===== config.mk =====
export PLATFORM = sky130hd
export DESIGN_NAME = cnl_job_ctrl
export DESIGN_NICKNAME = d
export VERILOG_FILES = /design/src/hdl/cnl_data_pkg.sv /design/src/hdl/cnl_job_pkg.sv /design/src/hdl/cnl_job_ctrl.sv
export VERILOG_INCLUDE_DIRS = /design/src /design/src/hdl
export SDC_FILE = /design/constraint.sdc
export NUM_CORES = 1
export LEC_CHECK = 0
export BUFFER_PORTS_ARGS = -buffer_cell sky130_fd_sc_hd__buf_4
export CORE_AREA = 2 2 142 144
export DETAILED_ROUTE_END_ITERATION = 12
export DIE_AREA = 0 0 144 146
export GPL_TIMING_DRIVEN = 0
export PLACE_DENSITY = 0.44
export SLEW_MARGIN = 10
export SYNTH_ARGS = -nofsm -noshare
export SYNTH_HDL_FRONTEND = slang
export SYNTH_SLANG_ARGS = --single-unit

===== constraint.sdc =====
create_clock -name clk_core -period 1.7 [get_ports clk_core]
set_input_delay 0.085 -clock clk_core [delete_from_list [all_inputs] [get_ports clk_core]]
set_output_delay 0.085 -clock clk_core [all_outputs]
set_load 0.02 [all_outputs]

===== src/hdl/cnl_params.svh =====
`ifndef CNL_PARAMS_SVH
`define CNL_PARAMS_SVH

// data widths, all signed
`define CNL_PIXEL_WIDTH     8
`define CNL_WEIGHT_WIDTH    8
`define CNL_PSUM_WIDTH      20

// 3x3 kernel
`define CNL_NUM_TAPS        9

// quads in the cascade
`define CNL_NUM_QUADS       2

// kernel memory depth
`define CNL_NUM_KERNELS     16

// fifo depths
`define CNL_CASCADE_DEPTH   4
`define CNL_RESULT_DEPTH    4

`endif


===== src/hdl/cnl_data_pkg.sv =====
`default_nettype none
`include "cnl_params.svh"

package cnl_data_pkg;

    typedef logic signed [`CNL_PIXEL_WIDTH-1:0] pixel_t;
    typedef logic signed [`CNL_WEIGHT_WIDTH-1:0] weight_t;
    typedef logic signed [`CNL_PSUM_WIDTH-1:0] psum_t;
    typedef logic [$clog2(`CNL_NUM_KERNELS)-1:0] kernel_idx_t;

    // tap 0 sits in the low bits
    typedef struct packed {
        weight_t [`CNL_NUM_TAPS-1:0] tap;
    } kernel_t;

    typedef struct packed {
        pixel_t [`CNL_NUM_TAPS-1:0] tap;
    } slice_t;

    // one depth slice per quad, quad 0 in the low bits
    typedef struct packed {
        slice_t [`CNL_NUM_QUADS-1:0] quad;
    } window_t;

endpackage

`default_nettype wire


===== src/hdl/cnl_job_pkg.sv =====
`default_nettype none
`include "cnl_params.svh"

package cnl_job_pkg;

    // num_windows of 0 stands for 256 windows
    typedef struct packed {
        cnl_data_pkg::kernel_idx_t [`CNL_NUM_QUADS-1:0] kidx;
        logic [7:0]                                     num_windows;
    } job_t;

    // one whole kernel per write
    typedef struct packed {
        cnl_data_pkg::kernel_idx_t addr;
        cnl_data_pkg::kernel_t     data;
    } weight_wr_t;

endpackage

`default_nettype wire


===== src/hdl/cnl_job_ctrl.sv =====
`timescale 1ns/100ps
`default_nettype none
`include "cnl_params.svh"

module cnl_job_ctrl (
    input  wire logic                                        clk_core,
    input  wire logic                                        rst,

    input  wire logic                                        job_valid,
    output logic                                             job_ready,
    input  wire cnl_job_pkg::job_t                           job,

    output logic                                             job_start,
    output cnl_data_pkg::kernel_idx_t [`CNL_NUM_QUADS-1:0]   kernel_idx,

    input  wire logic                                        pix_valid,
    output logic                                             pix_ready,
    input  wire cnl_data_pkg::window_t                       pix,

    output logic [`CNL_NUM_QUADS-1:0]                        slice_valid,
    input  wire logic [`CNL_NUM_QUADS-1:0]                   slice_ready,
    output cnl_data_pkg::slice_t [`CNL_NUM_QUADS-1:0]        slice,

    input  wire logic                                        fifo_valid,
    output logic                                             fifo_ready,
    input  wire cnl_data_pkg::psum_t                         fifo_psum,

    output logic                                             res_valid,
    input  wire logic                                        res_ready,
    output cnl_data_pkg::psum_t                              res,

    output logic                                             job_done
);

    // one bit more than num_windows, so 256 fits
    localparam int CNT_W = 9;

    cnl_data_pkg::kernel_idx_t [`CNL_NUM_QUADS-1:0] kidx_q;
    logic                                           active;
    logic [CNT_W-1:0]                               win_left;
    logic [CNT_W-1:0]                               res_left;
    logic [CNT_W-1:0]                               job_len;
    logic                                           job_fire;
    logic                                           pix_fire;
    logic                                           res_fire;

    assign job_ready = !active;
    assign job_fire  = job_valid && job_ready;
    assign job_len   = (job.num_windows == '0) ? CNT_W'(256) : CNT_W'(job.num_windows);

    assign kernel_idx = kidx_q;

    // hold windows off while the quads still see job_start
    assign pix_ready   = active && !job_start && (win_left != '0) && (&slice_ready);
    assign pix_fire    = pix_valid && pix_ready;
    assign slice_valid = {`CNL_NUM_QUADS{pix_fire}};
    assign slice       = pix.quad;

    // result path
    assign res_valid  = active && fifo_valid;
    assign fifo_ready = active && res_ready;
    assign res        = fifo_psum;
    assign res_fire   = res_valid && res_ready;

    always_ff @(posedge clk_core) begin
        if (job_fire) begin
            kidx_q <= job.kidx;
        end
    end

    always_ff @(posedge clk_core) begin
        if (rst) begin
            active    <= 1'b0;
            job_start <= 1'b0;
            job_done  <= 1'b0;
            win_left  <= '0;
            res_left  <= '0;
        end else begin
            job_start <= job_fire;
            job_done  <= 1'b0;
            if (job_fire) begin
                active   <= 1'b1;
                win_left <= job_len;
                res_left <= job_len;
            end
            if (pix_fire) begin
                win_left <= win_left - 1'b1;
            end
            if (res_fire) begin
                res_left <= res_left - 1'b1;
                // last result of the job
                if (res_left == CNT_W'(1)) begin
                    active   <= 1'b0;
                    job_done <= 1'b1;
                end
            end
        end
    end

endmodule

`default_nettype wire


-- Yosys cells after proc, flatten, opt, wreduce, memory -nomap -nowiden
Cells that the tools add are included.
- bits in registers: 29
- bits of input ports: 188
- output and inout port bits: 180
- logic and storage cells: 35
- add/sub/neg operators: 2
- eq/ne operators: 1
- multiplexer cells: 8
- bitwise operators: 1
- reductions and logical operators: 16
- operators with widths (operator ; count):
    two-way mux 9 bit ; 4
    subtractor 9 x 1 -> 9 bit, second input constant ; 2
    == test 9 x 1 -> 1 bit, second input constant ; 1
    nonzero test 9 bit ; 1
    logical AND 1 bit ; 8
    zero test 8 bit ; 1
    two-way mux 1 bit ; 4
    nonzero test 2 bit ; 2
    zero test 1 bit ; 2
    AND reduction 2 bit ; 1
    OR reduction 2 bit ; 1
    NOT 1 bit ; 1

-- Logic depth before layout (Yosys ltp)
Gate-level depths: netlist of the first run.
- depth in word-level cells: 6
- depth in mapped cells: 7
- mapped depth without buffers: 7

-- Worst setup path after synthesis of the first run
Ideal clock, no wire load.
- path kind: reg2reg
- start: register win_left[0]
- end: register win_left[0]
- setup time: 0.086 ns
- arrival time: 1.669 ns
- data required time: 1.614 ns
- path slack: -0.055 ns
- cell stages (with the launch flop): 7
- path buffers: 0
- clock period less this slack: 1.755 ns
- cell sequence: dfxtp_1 -> inv_1 -> ha_1 -> or4b_1 -> o211ai_4 -> o21ai_2 -> a221oi_2
- longest elaborated chain between the ends: 5
- elaborated cells between the ends (all ways): 7
- classes of those cells: 1 x add/sub; 1 x mux; 5 x reduce/logical
- ends and longest elaborated chain (what ; RTL line ; text):
    start: declaration ; cnl_job_ctrl.sv:40 ; logic [CNT_W-1:0] win_left;
    start signal: assignment ; cnl_job_ctrl.sv:83 ; win_left <= job_len;
    start signal: assignment ; cnl_job_ctrl.sv:87 ; win_left <= win_left - 1'b1;
    branches (longest 5 deep; another with subtractor 9 x 1 -> 9 bit) ; n/a ;
Several ways; the timed one is not identified.
A chain may end at the register's enable or synchronous reset.

-- Final worst setup path of the first run
- start: register win_left[0]
- end: output port slice_valid[1]
- longest elaborated chain between the ends: 4
- ends and longest elaborated chain (what ; RTL line ; text):
    nonzero test 9 bit ; cnl_job_ctrl.sv:54 ; assign pix_ready = active && !job_start && (win_left != '0) && (&slice_ready);
    logical AND 1 bit (2 in a row) ; cnl_job_ctrl.sv:54 ;
    logical AND 1 bit ; cnl_job_ctrl.sv:55 ; assign pix_fire = pix_valid && pix_ready;
    end: declaration ; cnl_job_ctrl.sv:20 ; output logic [`CNL_NUM_QUADS-1:0] slice_valid,
Every way passes these cells.

==> results.md, run 1 <==
- Initial antenna violation count: 1
- Post-DR vias/cell: 3.488
- Most frequent cells in the layout: buf_4, dfxtp_1, nand2_1, a21oi_1
- Worst Path Arrival: 1.80 ns
- Core box area: 19330 um^2
- Post-synthesis register bit count: 29
- Antenna Cells: 0
- Relative slew slack: 61.72%
- Num ports: 368
- Pin count of the biggest net entering global routing: 18
- Hold Crit Class: in -> reg
- Seq. cell area: 670.6 um^2
- H-tree Lvls: 2
- Highest clock rate: 0.5317 GHz
- Leak: 0.002445 uW
- R2r setup slk: -0.17 ns
- Post-Layout Cell Count: 807
- Final period util: 110.6%
- Final Skew: 0.002179 ns
- Critical path class: reg -> out
- Worst Reg-to-Reg Cells: 9
- Post-Synthesis Cells: 315
- CP top delay family: simple AND/OR/NAND/NOR gates
- GRT overflow: 0
- Critical Path RT: 1.62 ns
- WL/cell: 12.28 um
- Sinks on Clock Net: 29
- Iteration-0 DRC Markers: 62
- Min Tclk post-route: 1.881 ns
- Actual slew at the worst max-slew pin: 0.5741 ns
- Remaining routing DRC violations: 0
- Endpoints failing setup: 9
- WHS: 0.06390 ns
- First-pass GRT wire length: 13.86 mm
- Synth Net Count: 506
- Post-synthesis sequential area ratio: 24.87%
- Worst hold stages: 3
- Synthesized area: 2656 um^2
- Maximum VDD drop: 406.0 uV
- Area growth syn-to-layout: 85.35%
- Pwr Total: 3032 uW
- Status: finished, violations left
- Top_reg_cell synth: dfxtp_1
- Count of cell types in the netlist: 40
- Final WL: 9.908 mm
- WP depth: 7
- Detailed-route via count: 2815
- RSZ-0062 raised after global routing: yes
- Post-synth EDFFs: 8
- Crit start category: flop
- Warnings from Yosys: 0
- Ys async rst share: 0%
- Row cnt: 51
- Clock slew at reported path FFs: 0.05 ns
- Hpwl dp: 8.537 mm
- Drt pass-1 iters: 4
- Final worst-path setup slack: -0.1807 ns
- Final Hold Fails: 0
- Worst-Skew Late Latency: 0.27 ns
- Failing checks: negative setup slack
- WP buf/inv: 4
- Clk buf depth: 2
- Share of cells above drive strength 1: 75.83%
- Initial Util: 13.74%
- Nets: 732
- CP Cell Sequence: inv_2, ha_4, or4b_4, o211ai_4, inv_2, buf_6, buf_6
- DIE HEIGHT: 146 um
- Most common cell after layout, fill and taps aside: buf_4
- Crit path max fanout: 3
- Filler cells: 2142
- Design Area, Final: 4923 um^2
- All-Layer GR Usage: 8.298%
- TritonCTS Buffers: 5
- Avg Inst Size Synth: 8.433 um^2
- DIE WIDTH: 144 um
- Gpl congestion: 0.7501
- Max-Cap Viols: 0
- Remaining antenna violation count: 0
- Placed inst area: 4531 um^2
- Area of the multi-input gates: 753.2 um^2
- P per Cell Area: 615.9 nW/um^2
- TritonCTS clock tree: yes
- CP max stage cell: or4b_4
- Number of global-route vias before repair: 2774
- Die area: 21020 um^2
- Final Max Tran Viols: 0
- Largest incremental delay on the critical path: 0.47 ns
- Final core area utilization: 25.46%
- Root Driver: clkbuf_16
- Endpoint class of the critical path: output port
- IO buf count: 203
- Placed Cells: 783
[final timing paths]
kind                                   from        endpoint
worst max-delay path            win_left[0]  slice_valid[1]
worst min-delay path                    rst          active
worst max register to register  win_left[0]     win_left[2]
worst min register to register  res_left[1]     res_left[1]
[cell type report]
cell class / instances / share of cell area, %
inverter: 8 / 0.6099
multi-input combinational: 106 / 15.30
sequential: 29 / 13.62
clock buffer: 6 / 2.618
tap: 265 / 6.734
clock inverter: 2 / 0.6862
timing repair buffer: 220 / 34.33
buffer: 171 / 26.10
[flip-flops by register name, indices dropped and copies added, names as in the netlist]
name	cells
res_left	9
job_done	1
job_start	1
active	1
win_left	9
kernel_idx	8
[worst reg2reg max path, delay by kind of cell (launching register included)]
family / cells / cell delay, ns
and+or+nand+nor: 1 / 0.47
buffers and inverters: 4 / 0.42
AOI/OAI and AO/OA: 3 / 0.37
DFF: 1 / 0.35
adders and majority gates: 1 / 0.12
[metal layers]
layer  up-vias  GRT usage, %  wire length [um]
met5         -             0                12
met2       176         18.24              6036
li1       1354             -                 -
met4         2         1.471                48
met3         7         2.139               919
met1      1276         7.176              2890
[power by group]
group	internal, uW	total (uW)	switching, uW
Sequential	756	796	40.8
Combinational	664	1250	583
Clock	686	989	304
[cells in the mapped netlist, types with 4 or more instances]
library cell	number	share of area, %
buf_4	166	47
nand3_1	4	0.75
nor4_1	4	0.94
o21a_1	6	1.7
nand2_1	15	2.1
inv_1	8	1.1
clkbuf_1	5	0.71
nor2_1	7	0.99
a31oi_1	7	1.6
o311ai_0	4	1.3
nor3_1	4	0.75
or3_1	6	1.4
edfxtp_1	8	9.0
dfxtp_1	21	16
a21oi_1	11	2.1
[kinds of logic after synthesis]
kind of cell	synth area share [%]
flops	24.87
mux	0.4239
fa+ha+maj	1.413
compound gates	12.43
buf+inv	48.94
simple gates	11.92
[per-stage QoR]
stage | setup TNS, ns | setup slack (ns)
finish | -1.268 | -0.1807
global route | -1.853 | -0.2445
CTS | -1.273 | -0.1845
detailed placement | -9.650 | -0.5359
global placement | -9.800 | -0.5442
floorplan | 0 | 0.01659
[timing repair]
item,4_1_cts,5_1_grt
endpoints found under the hold margin,8,0
hold buffers,8,0
pin swaps,3,2
gates resized for setup,19,10
endpoints found under the setup margin,29,18
setup buffers,9,0
Note: power is estimated with default switching activity, not from simulation.
==> run 2: changes to the inputs <==
- BUFFER_PORTS_ARGS: -buffer_cell sky130_fd_sc_hd__buf_4 -> -buffer_cell sky130_fd_sc_hd__clkbuf_2
==> run 2 against run 1 <==
The run still ends with negative setup slack left. Combinational power shrank 12%. Sequential share of layout area grew 1.6 points. Critical path depth is the same. Register-to-register slack gained 0.05 ns. Clock skew is essentially flat. Sequential power is essentially flat. First-iteration DRC count grew 35%. Global-route usage shrank 0.42 points. Critical path type unchanged. Critical endpoint is now slice_valid[0].
==> results.md, run 2 (synthesis results as in run 1) <==
- Actual slew at the worst max-slew pin: 0.5658 ns (-0.008378 ns)
- All-Layer GR Usage: 7.882% (-0.42 points)
- Area growth syn-to-layout: 65.24%
- WL/cell: 11.33 um (-7.7%)
- Remaining routing DRC violations: 0 (unchanged)
- H-tree Lvls: 2 (unchanged)
- First-pass GRT wire length: 13.10 mm (-5.5%)
- Sinks on Clock Net: 29 (unchanged)
- Share of cells above drive strength 1: 75.51% (-0.32 points)
- RSZ-0062 raised after global routing: yes
- Critical Path RT: 1.62 ns (about the same)
- Final WL: 9.155 mm (-7.6%)
- CP max stage cell: or4b_4
- Pin count of the biggest net entering global routing: 18 (unchanged)
- P per Cell Area: 619.5 nW/um^2 (+0.58%)
- Relative slew slack: 62.28% (+0.56 points)
- IO buf count: 203 (unchanged)
- Highest clock rate: 0.5344 GHz (+0.51%)
- TritonCTS clock tree: yes
- Min Tclk post-route: 1.871 ns (-0.009520 ns)
- Remaining antenna violation count: 0 (unchanged)
- WP buf/inv: 4 (unchanged)
- Initial Util: 13.74% (unchanged)
- Pwr Total: 2719 uW (-10%)
- Detailed-route via count: 2769 (-1.6%)
- Placed Cells: 783 (unchanged)
- Clk buf depth: 2 (unchanged)
- Endpoint class of the critical path: output port
- GRT overflow: 0 (unchanged)
- Critical path class: reg -> out
- Hpwl dp: 7.937 mm (-7.0%)
- Final Skew: 0.002193 ns (+0.00001393 ns)
- Gpl congestion: 0.7326 (-2.3%)
- Clock slew at reported path FFs: 0.05 ns (about the same)
- Crit start category: flop
- TritonCTS Buffers: 5 (unchanged)
- Filler cells: 2182 (+1.9%)
- CP top delay family: simple AND/OR/NAND/NOR gates
- Worst Path Arrival: 1.79 ns (about the same)
- Core box area: 19330 um^2 (unchanged)
- DIE HEIGHT: 146 um (unchanged)
- Nets: 733 (+0.14%)
- Final Hold Fails: 0 (unchanged)
- Antenna Cells: 0 (unchanged)
- Largest incremental delay on the critical path: 0.47 ns (about the same)
- Post-DR vias/cell: 3.427 (-1.8%)
- Status: finished, violations left
- DIE WIDTH: 144 um (unchanged)
- Die area: 21020 um^2 (unchanged)
- Iteration-0 DRC Markers: 84 (+35%)
- Endpoints failing setup: 9 (unchanged)
- Post-Layout Cell Count: 808 (+0.12%)
- Initial antenna violation count: 2 (+1)
- Most frequent cells in the layout: clkbuf_2, buf_4, dfxtp_1, nand2_1, a21oi_1
- Maximum VDD drop: 302.4 uV (-26%)
- Number of global-route vias before repair: 2640 (-4.8%)
- Seq. cell area: 669.4 um^2 (-0.19%)
- Most common cell after layout, fill and taps aside: clkbuf_2
- Num ports: 368 (unchanged)
- Final worst-path setup slack: -0.1712 ns (+0.009520 ns)
- Area of the multi-input gates: 739.5 um^2 (-1.8%)
- Failing checks: negative setup slack
- Drt pass-1 iters: 5 (+1)
- WHS: 0.08622 ns (+0.02232 ns)
- Leak: 0.002306 uW (-5.7%)
- Crit path max fanout: 3 (unchanged)
- Hold Crit Class: in -> reg
- Final Max Tran Viols: 0 (unchanged)
- Final period util: 110.1% (-0.56 points)
- Row cnt: 51 (unchanged)
- Max-Cap Viols: 0 (unchanged)
- Worst-Skew Late Latency: 0.27 ns (about the same)
- Root Driver: clkbuf_16
- CP Cell Sequence: inv_4, ha_4, or4b_4, o211ai_4, inv_2, buf_6, buf_8
## run 2: path summary, 6_finish.rpt
path / start / to / slack (ns) / cells past startpoint
max: win_left[0] / slice_valid[0] / -0.17 / 7
min: rst / active / 0.09 / 3
max reg2reg: win_left[0] / win_left[0] / -0.12 / 8
min reg2reg: win_left[8] / win_left[8] / 0.50 / 2
## run 2: metal layers
metal	vias up	share of wire, %	routed length [um]	global-route usage, %
li1	1358	-	-	-
met1	1236	33	2980	7.430
met2	169	59	5358	17.02
met3	4	8.5	781	1.678
met4	2	0.23	21	1.029
met5	-	0.13	12	0
## run 2: tightest hold or removal path: cells and delay by family
family | cells | cell delay [ns]
simple gates | 1 | 0.05
buf+inv | 1 | 0.10
compound gates | 1 | 0.09
## run 2: final cells by class
| type | instances | share of cell area (%) |
|---|---|---|
| inverter | 8 | 0.7412 |
| timing repair buffer | 221 | 27.28 |
| multi-input combinational | 106 | 16.85 |
| clock inverter | 2 | 0.2281 |
| sequential | 29 | 15.25 |
| tap | 265 | 7.554 |
| buffer | 171 | 29.16 |
| clock buffer | 6 | 2.936 |
## run 2: power breakdown
part,internal [uW],switching (uW),total (uW)
Sequential,756,38.6,794
Combinational,525,575,1100
Clock,536,289,825
Total,1820,902,2720
## run 2: stage by stage
stage | instance area [um^2] | TNS (ns) | setup WS [ns] | utilization [%]
detailed placement | 4023 | -10.45 | -0.5761 | 20.81
global placement | 4023 | -11.03 | -0.5952 | 20.81
finish | 4389 | -1.079 | -0.1712 | 22.70
CTS | 4363 | -1.167 | -0.1999 | 22.57
global route | 4389 | -1.958 | -0.2454 | 22.70
floorplan | 2675 | 0 | 0.01659 | -
## run 2: timing repair
item                                   CTS  global route
setup buffers                            9             0
setup endpoints to repair               29            16
gates cloned                             1             0
resized for setup                       16            10
endpoints found under the hold margin    8             0
pin swaps                                3             3
hold buffers                             8             0
==> run 3: changes to the inputs <==
- CORE_AREA: 2 2 142 144 -> 2 2 144 146
- CTS_BUF_LIST: default -> sky130_fd_sc_hd__clkbuf_2
- DIE_AREA: 0 0 144 146 -> 0 0 146 148
- PLACE_DENSITY: 0.44 -> 0.43
==> run 3 against run 2 <==
The run still ends with negative setup slack left. Power down 18%. Clock skew rose by 0.029 ns. Worst setup slack got worse by 0.16 ns. Global-route usage down 0.65 points. Flip-flop and latch count is the same. Critical path depth stayed put. First-iteration DRC count is 31% lower. Critical path type unchanged. Largest cell class unchanged.
==> results.md, run 3 (synthesis results as in run 1) <==
- Hold Crit Class: in -> reg
- Hold path endpoint: active
- Number of global-route vias before repair: 2387 (-9.6%)
- Final core area utilization: 21.41% (-1.3 points)
- Worst hold start: job_valid
- Max-Cap Viols: 0 (unchanged)
- Critical path class: reg -> out
- Final Max Tran Viols: 0 (unchanged)
- Endpoints failing setup: 9 (unchanged)
- Endpoint class of the critical path: output port
- Met3 usage: 1.481% (-0.20 points)
- Initial Util: 13.26% (-0.48 points)
- P per Cell Area: 520.7 nW/um^2 (-16%)
- Iteration-0 DRC Markers: 58 (-31%)
- GR Layer Usage met1: 7.516% (+0.086 points)
- CP max stage cell: or4b_4
- Final Skew: 0.03071 ns (+0.02852 ns)
- Root Driver: clkbuf_2
- CP Cell Sequence: inv_2, ha_4, or4b_4, o211ai_4, inv_2, buf_4, buf_8
- Final worst-path setup slack: -0.3324 ns (-0.1612 ns)
- Hpwl dp: 7.896 mm (-0.51%)
- Remaining antenna violation count: 0 (unchanged)
- Failing checks: negative setup slack
- Remaining routing DRC violations: 0 (unchanged)
- Detailed-route via count: 2728 (-1.5%)
- All-Layer GR Usage: 7.228% (-0.65 points)
- Drt pass-1 iters: 4 (-1)
- Worst hold stages: 4 (+1)
- DIE HEIGHT: 148 um (+1.4%)
- Maximum VDD drop: 183.4 uV (-39%)
- Die area: 21610 um^2 (+2.8%)
- Status: finished, violations left
- Crit path max fanout: 3 (unchanged)
- Highest clock rate: 0.4920 GHz (-7.9%)
- Most frequent cells in the layout: clkbuf_2, buf_4, dfxtp_1, nand2_1, dlygate4sd3_1
- Leak: 0.002259 uW (-2.0%)
- Reg-to-reg startpoint: win_left[0]
- CP top delay family: simple AND/OR/NAND/NOR gates
- Filler cells: 2255 (+3.3%)
- Worst reg2reg endpoint: win_left[0]
- Final WL: 9.085 mm (-0.76%)
- Final Hold Fails: 0 (unchanged)
- TritonCTS Buffers: 5 (unchanged)
- WP buf/inv: 4 (unchanged)
- Share of cells above drive strength 1: 74.54% (-0.97 points)
- Final period util: 119.6% (+9.5 points)
- Nets: 732 (-0.14%)
- IO buf count: 203 (unchanged)
- Post-DR vias/cell: 3.360 (-2.0%)
- Met2 Resource Use GR: 15.02% (-2.0 points)
- Sinks on Clock Net: 29 (unchanged)
- DIE WIDTH: 146 um (+1.4%)
- Worst Path Arrival: 1.95 ns (+0.16 ns)
- Worst-Skew Late Latency: 0.37 ns (+0.10 ns)
- Clock slew at reported path FFs: 0.18 ns (+0.13 ns)
- Most common cell after layout, fill and taps aside: clkbuf_2
- R2r setup slk: -0.13 ns (about the same)
- Crit start category: flop
- Min Tclk post-route: 2.032 ns (+0.1612 ns)
- Antenna Cells: 0 (unchanged)
- Most used cell, CP: inv_2
- Critical Path RT: 1.62 ns (about the same)
- Num ports: 368 (unchanged)
- RSZ-0062 raised after global routing: yes
- Gpl congestion: 0.7465 (+1.9%)
- H-tree Lvls: 2 (unchanged)
- Core box area: 20040 um^2 (+3.6%)
- Initial antenna violation count: 0 (-2)
- Pwr Total: 2234 uW (-18%)
- Row cnt: 52 (+2.0%)
- Clk buf depth: 2 (unchanged)
- Area growth syn-to-layout: 61.52%
- TritonCTS clock tree: yes
- Actual slew at the worst max-slew pin: 0.5489 ns (-0.01683 ns)
- Worst Reg-to-Reg Cells: 7 (-1)
- Pin count of the biggest net entering global routing: 18 (unchanged)
- Largest incremental delay on the critical path: 0.48 ns (about the same)
- GRT busiest layer: met2
- GRT overflow: 0 (unchanged)
- Relative slew slack: 63.41% (+1.1 points)
- First-pass GRT wire length: 12.33 mm (-5.8%)
- WL/cell: 11.19 um (-1.3%)
[run 3: cell types whose count changed in the layout (fill, tap and decap cells not counted), moves of 3 or more]
cell / delta
clkbuf_16: -5
buf_6: -3
clkbuf_2: +6
buf_4: -4
dlygate4sd3_1: +4
[run 3: worst max-delay path by stage]
stage / from / endpoint / slack (ns) / cells after the start
after global routing: win_left[0] / slice_valid[1] / -0.46 / 7
after floorplan: win_left[1] / win_left[0] / 0.02 / 6
after detailed placement: active / res_left[6] / -0.55 / 7
after global placement: active / win_left[7] / -0.56 / 7
final: win_left[0] / slice_valid[1] / -0.33 / 7
after CTS: win_left[0] / slice_valid[0] / -0.40 / 7
[run 3: area by class of cell]
cell class	instances	area, um^2	share of cell area, %
buffer	171	1271	29.63
clock buffer	5	25.02	0.5833
clock inverter	3	12.51	0.2916
inverter	8	30.03	0.6999
multi-input combinational	106	742.0	17.29
sequential	29	669.4	15.60
tap	270	337.8	7.874
timing repair buffer	220	1202	28.03
[run 3: stage by stage]
stage | worst slack (ns) | hold slack [ns] | area [um^2] | std cells | TNS (ns)
after floorplan | 0.01659 | 0.1839 | 2675 | 315 | 0
after global placement | -0.5571 | 0.2615 | 4029 | 788 | -10.03
after detailed placement | -0.5491 | 0.2639 | 4029 | 788 | -9.781
after CTS | -0.3968 | 0.03329 | 4262 | 812 | -1.865
after global routing | -0.4624 | 0.03884 | 4290 | 812 | -2.529
final | -0.3324 | 0.06106 | 4290 | 812 | -1.538
[run 3: tightest hold or removal path, cell delays in order]
cell      delay [ns]
clkbuf_2        0.09
nor2_1          0.08
nor2_1          0.05
o21a_1          0.08
[run 3: power breakdown]
part           internal, uW  switching (uW)
sequential              754            42.3
combinational           522             570
clock                  90.1             255
total                  1370             868
[run 3: timing repair]
action                                  in CTS  in global routing
buffers inserted                             5                  0
pin swaps                                    1                  0
resized for setup                           12                  9
hold buffers                                12                  0
hold endpoints to repair                    14                  0
endpoints found under the setup margin      30                 14
[run 3: metal layers]
layer	wire length (um)	vias up
met1	2968	1197
li1	-	1350
met2	5327	176
met4	37	0
met5	0	-
met3	751	5
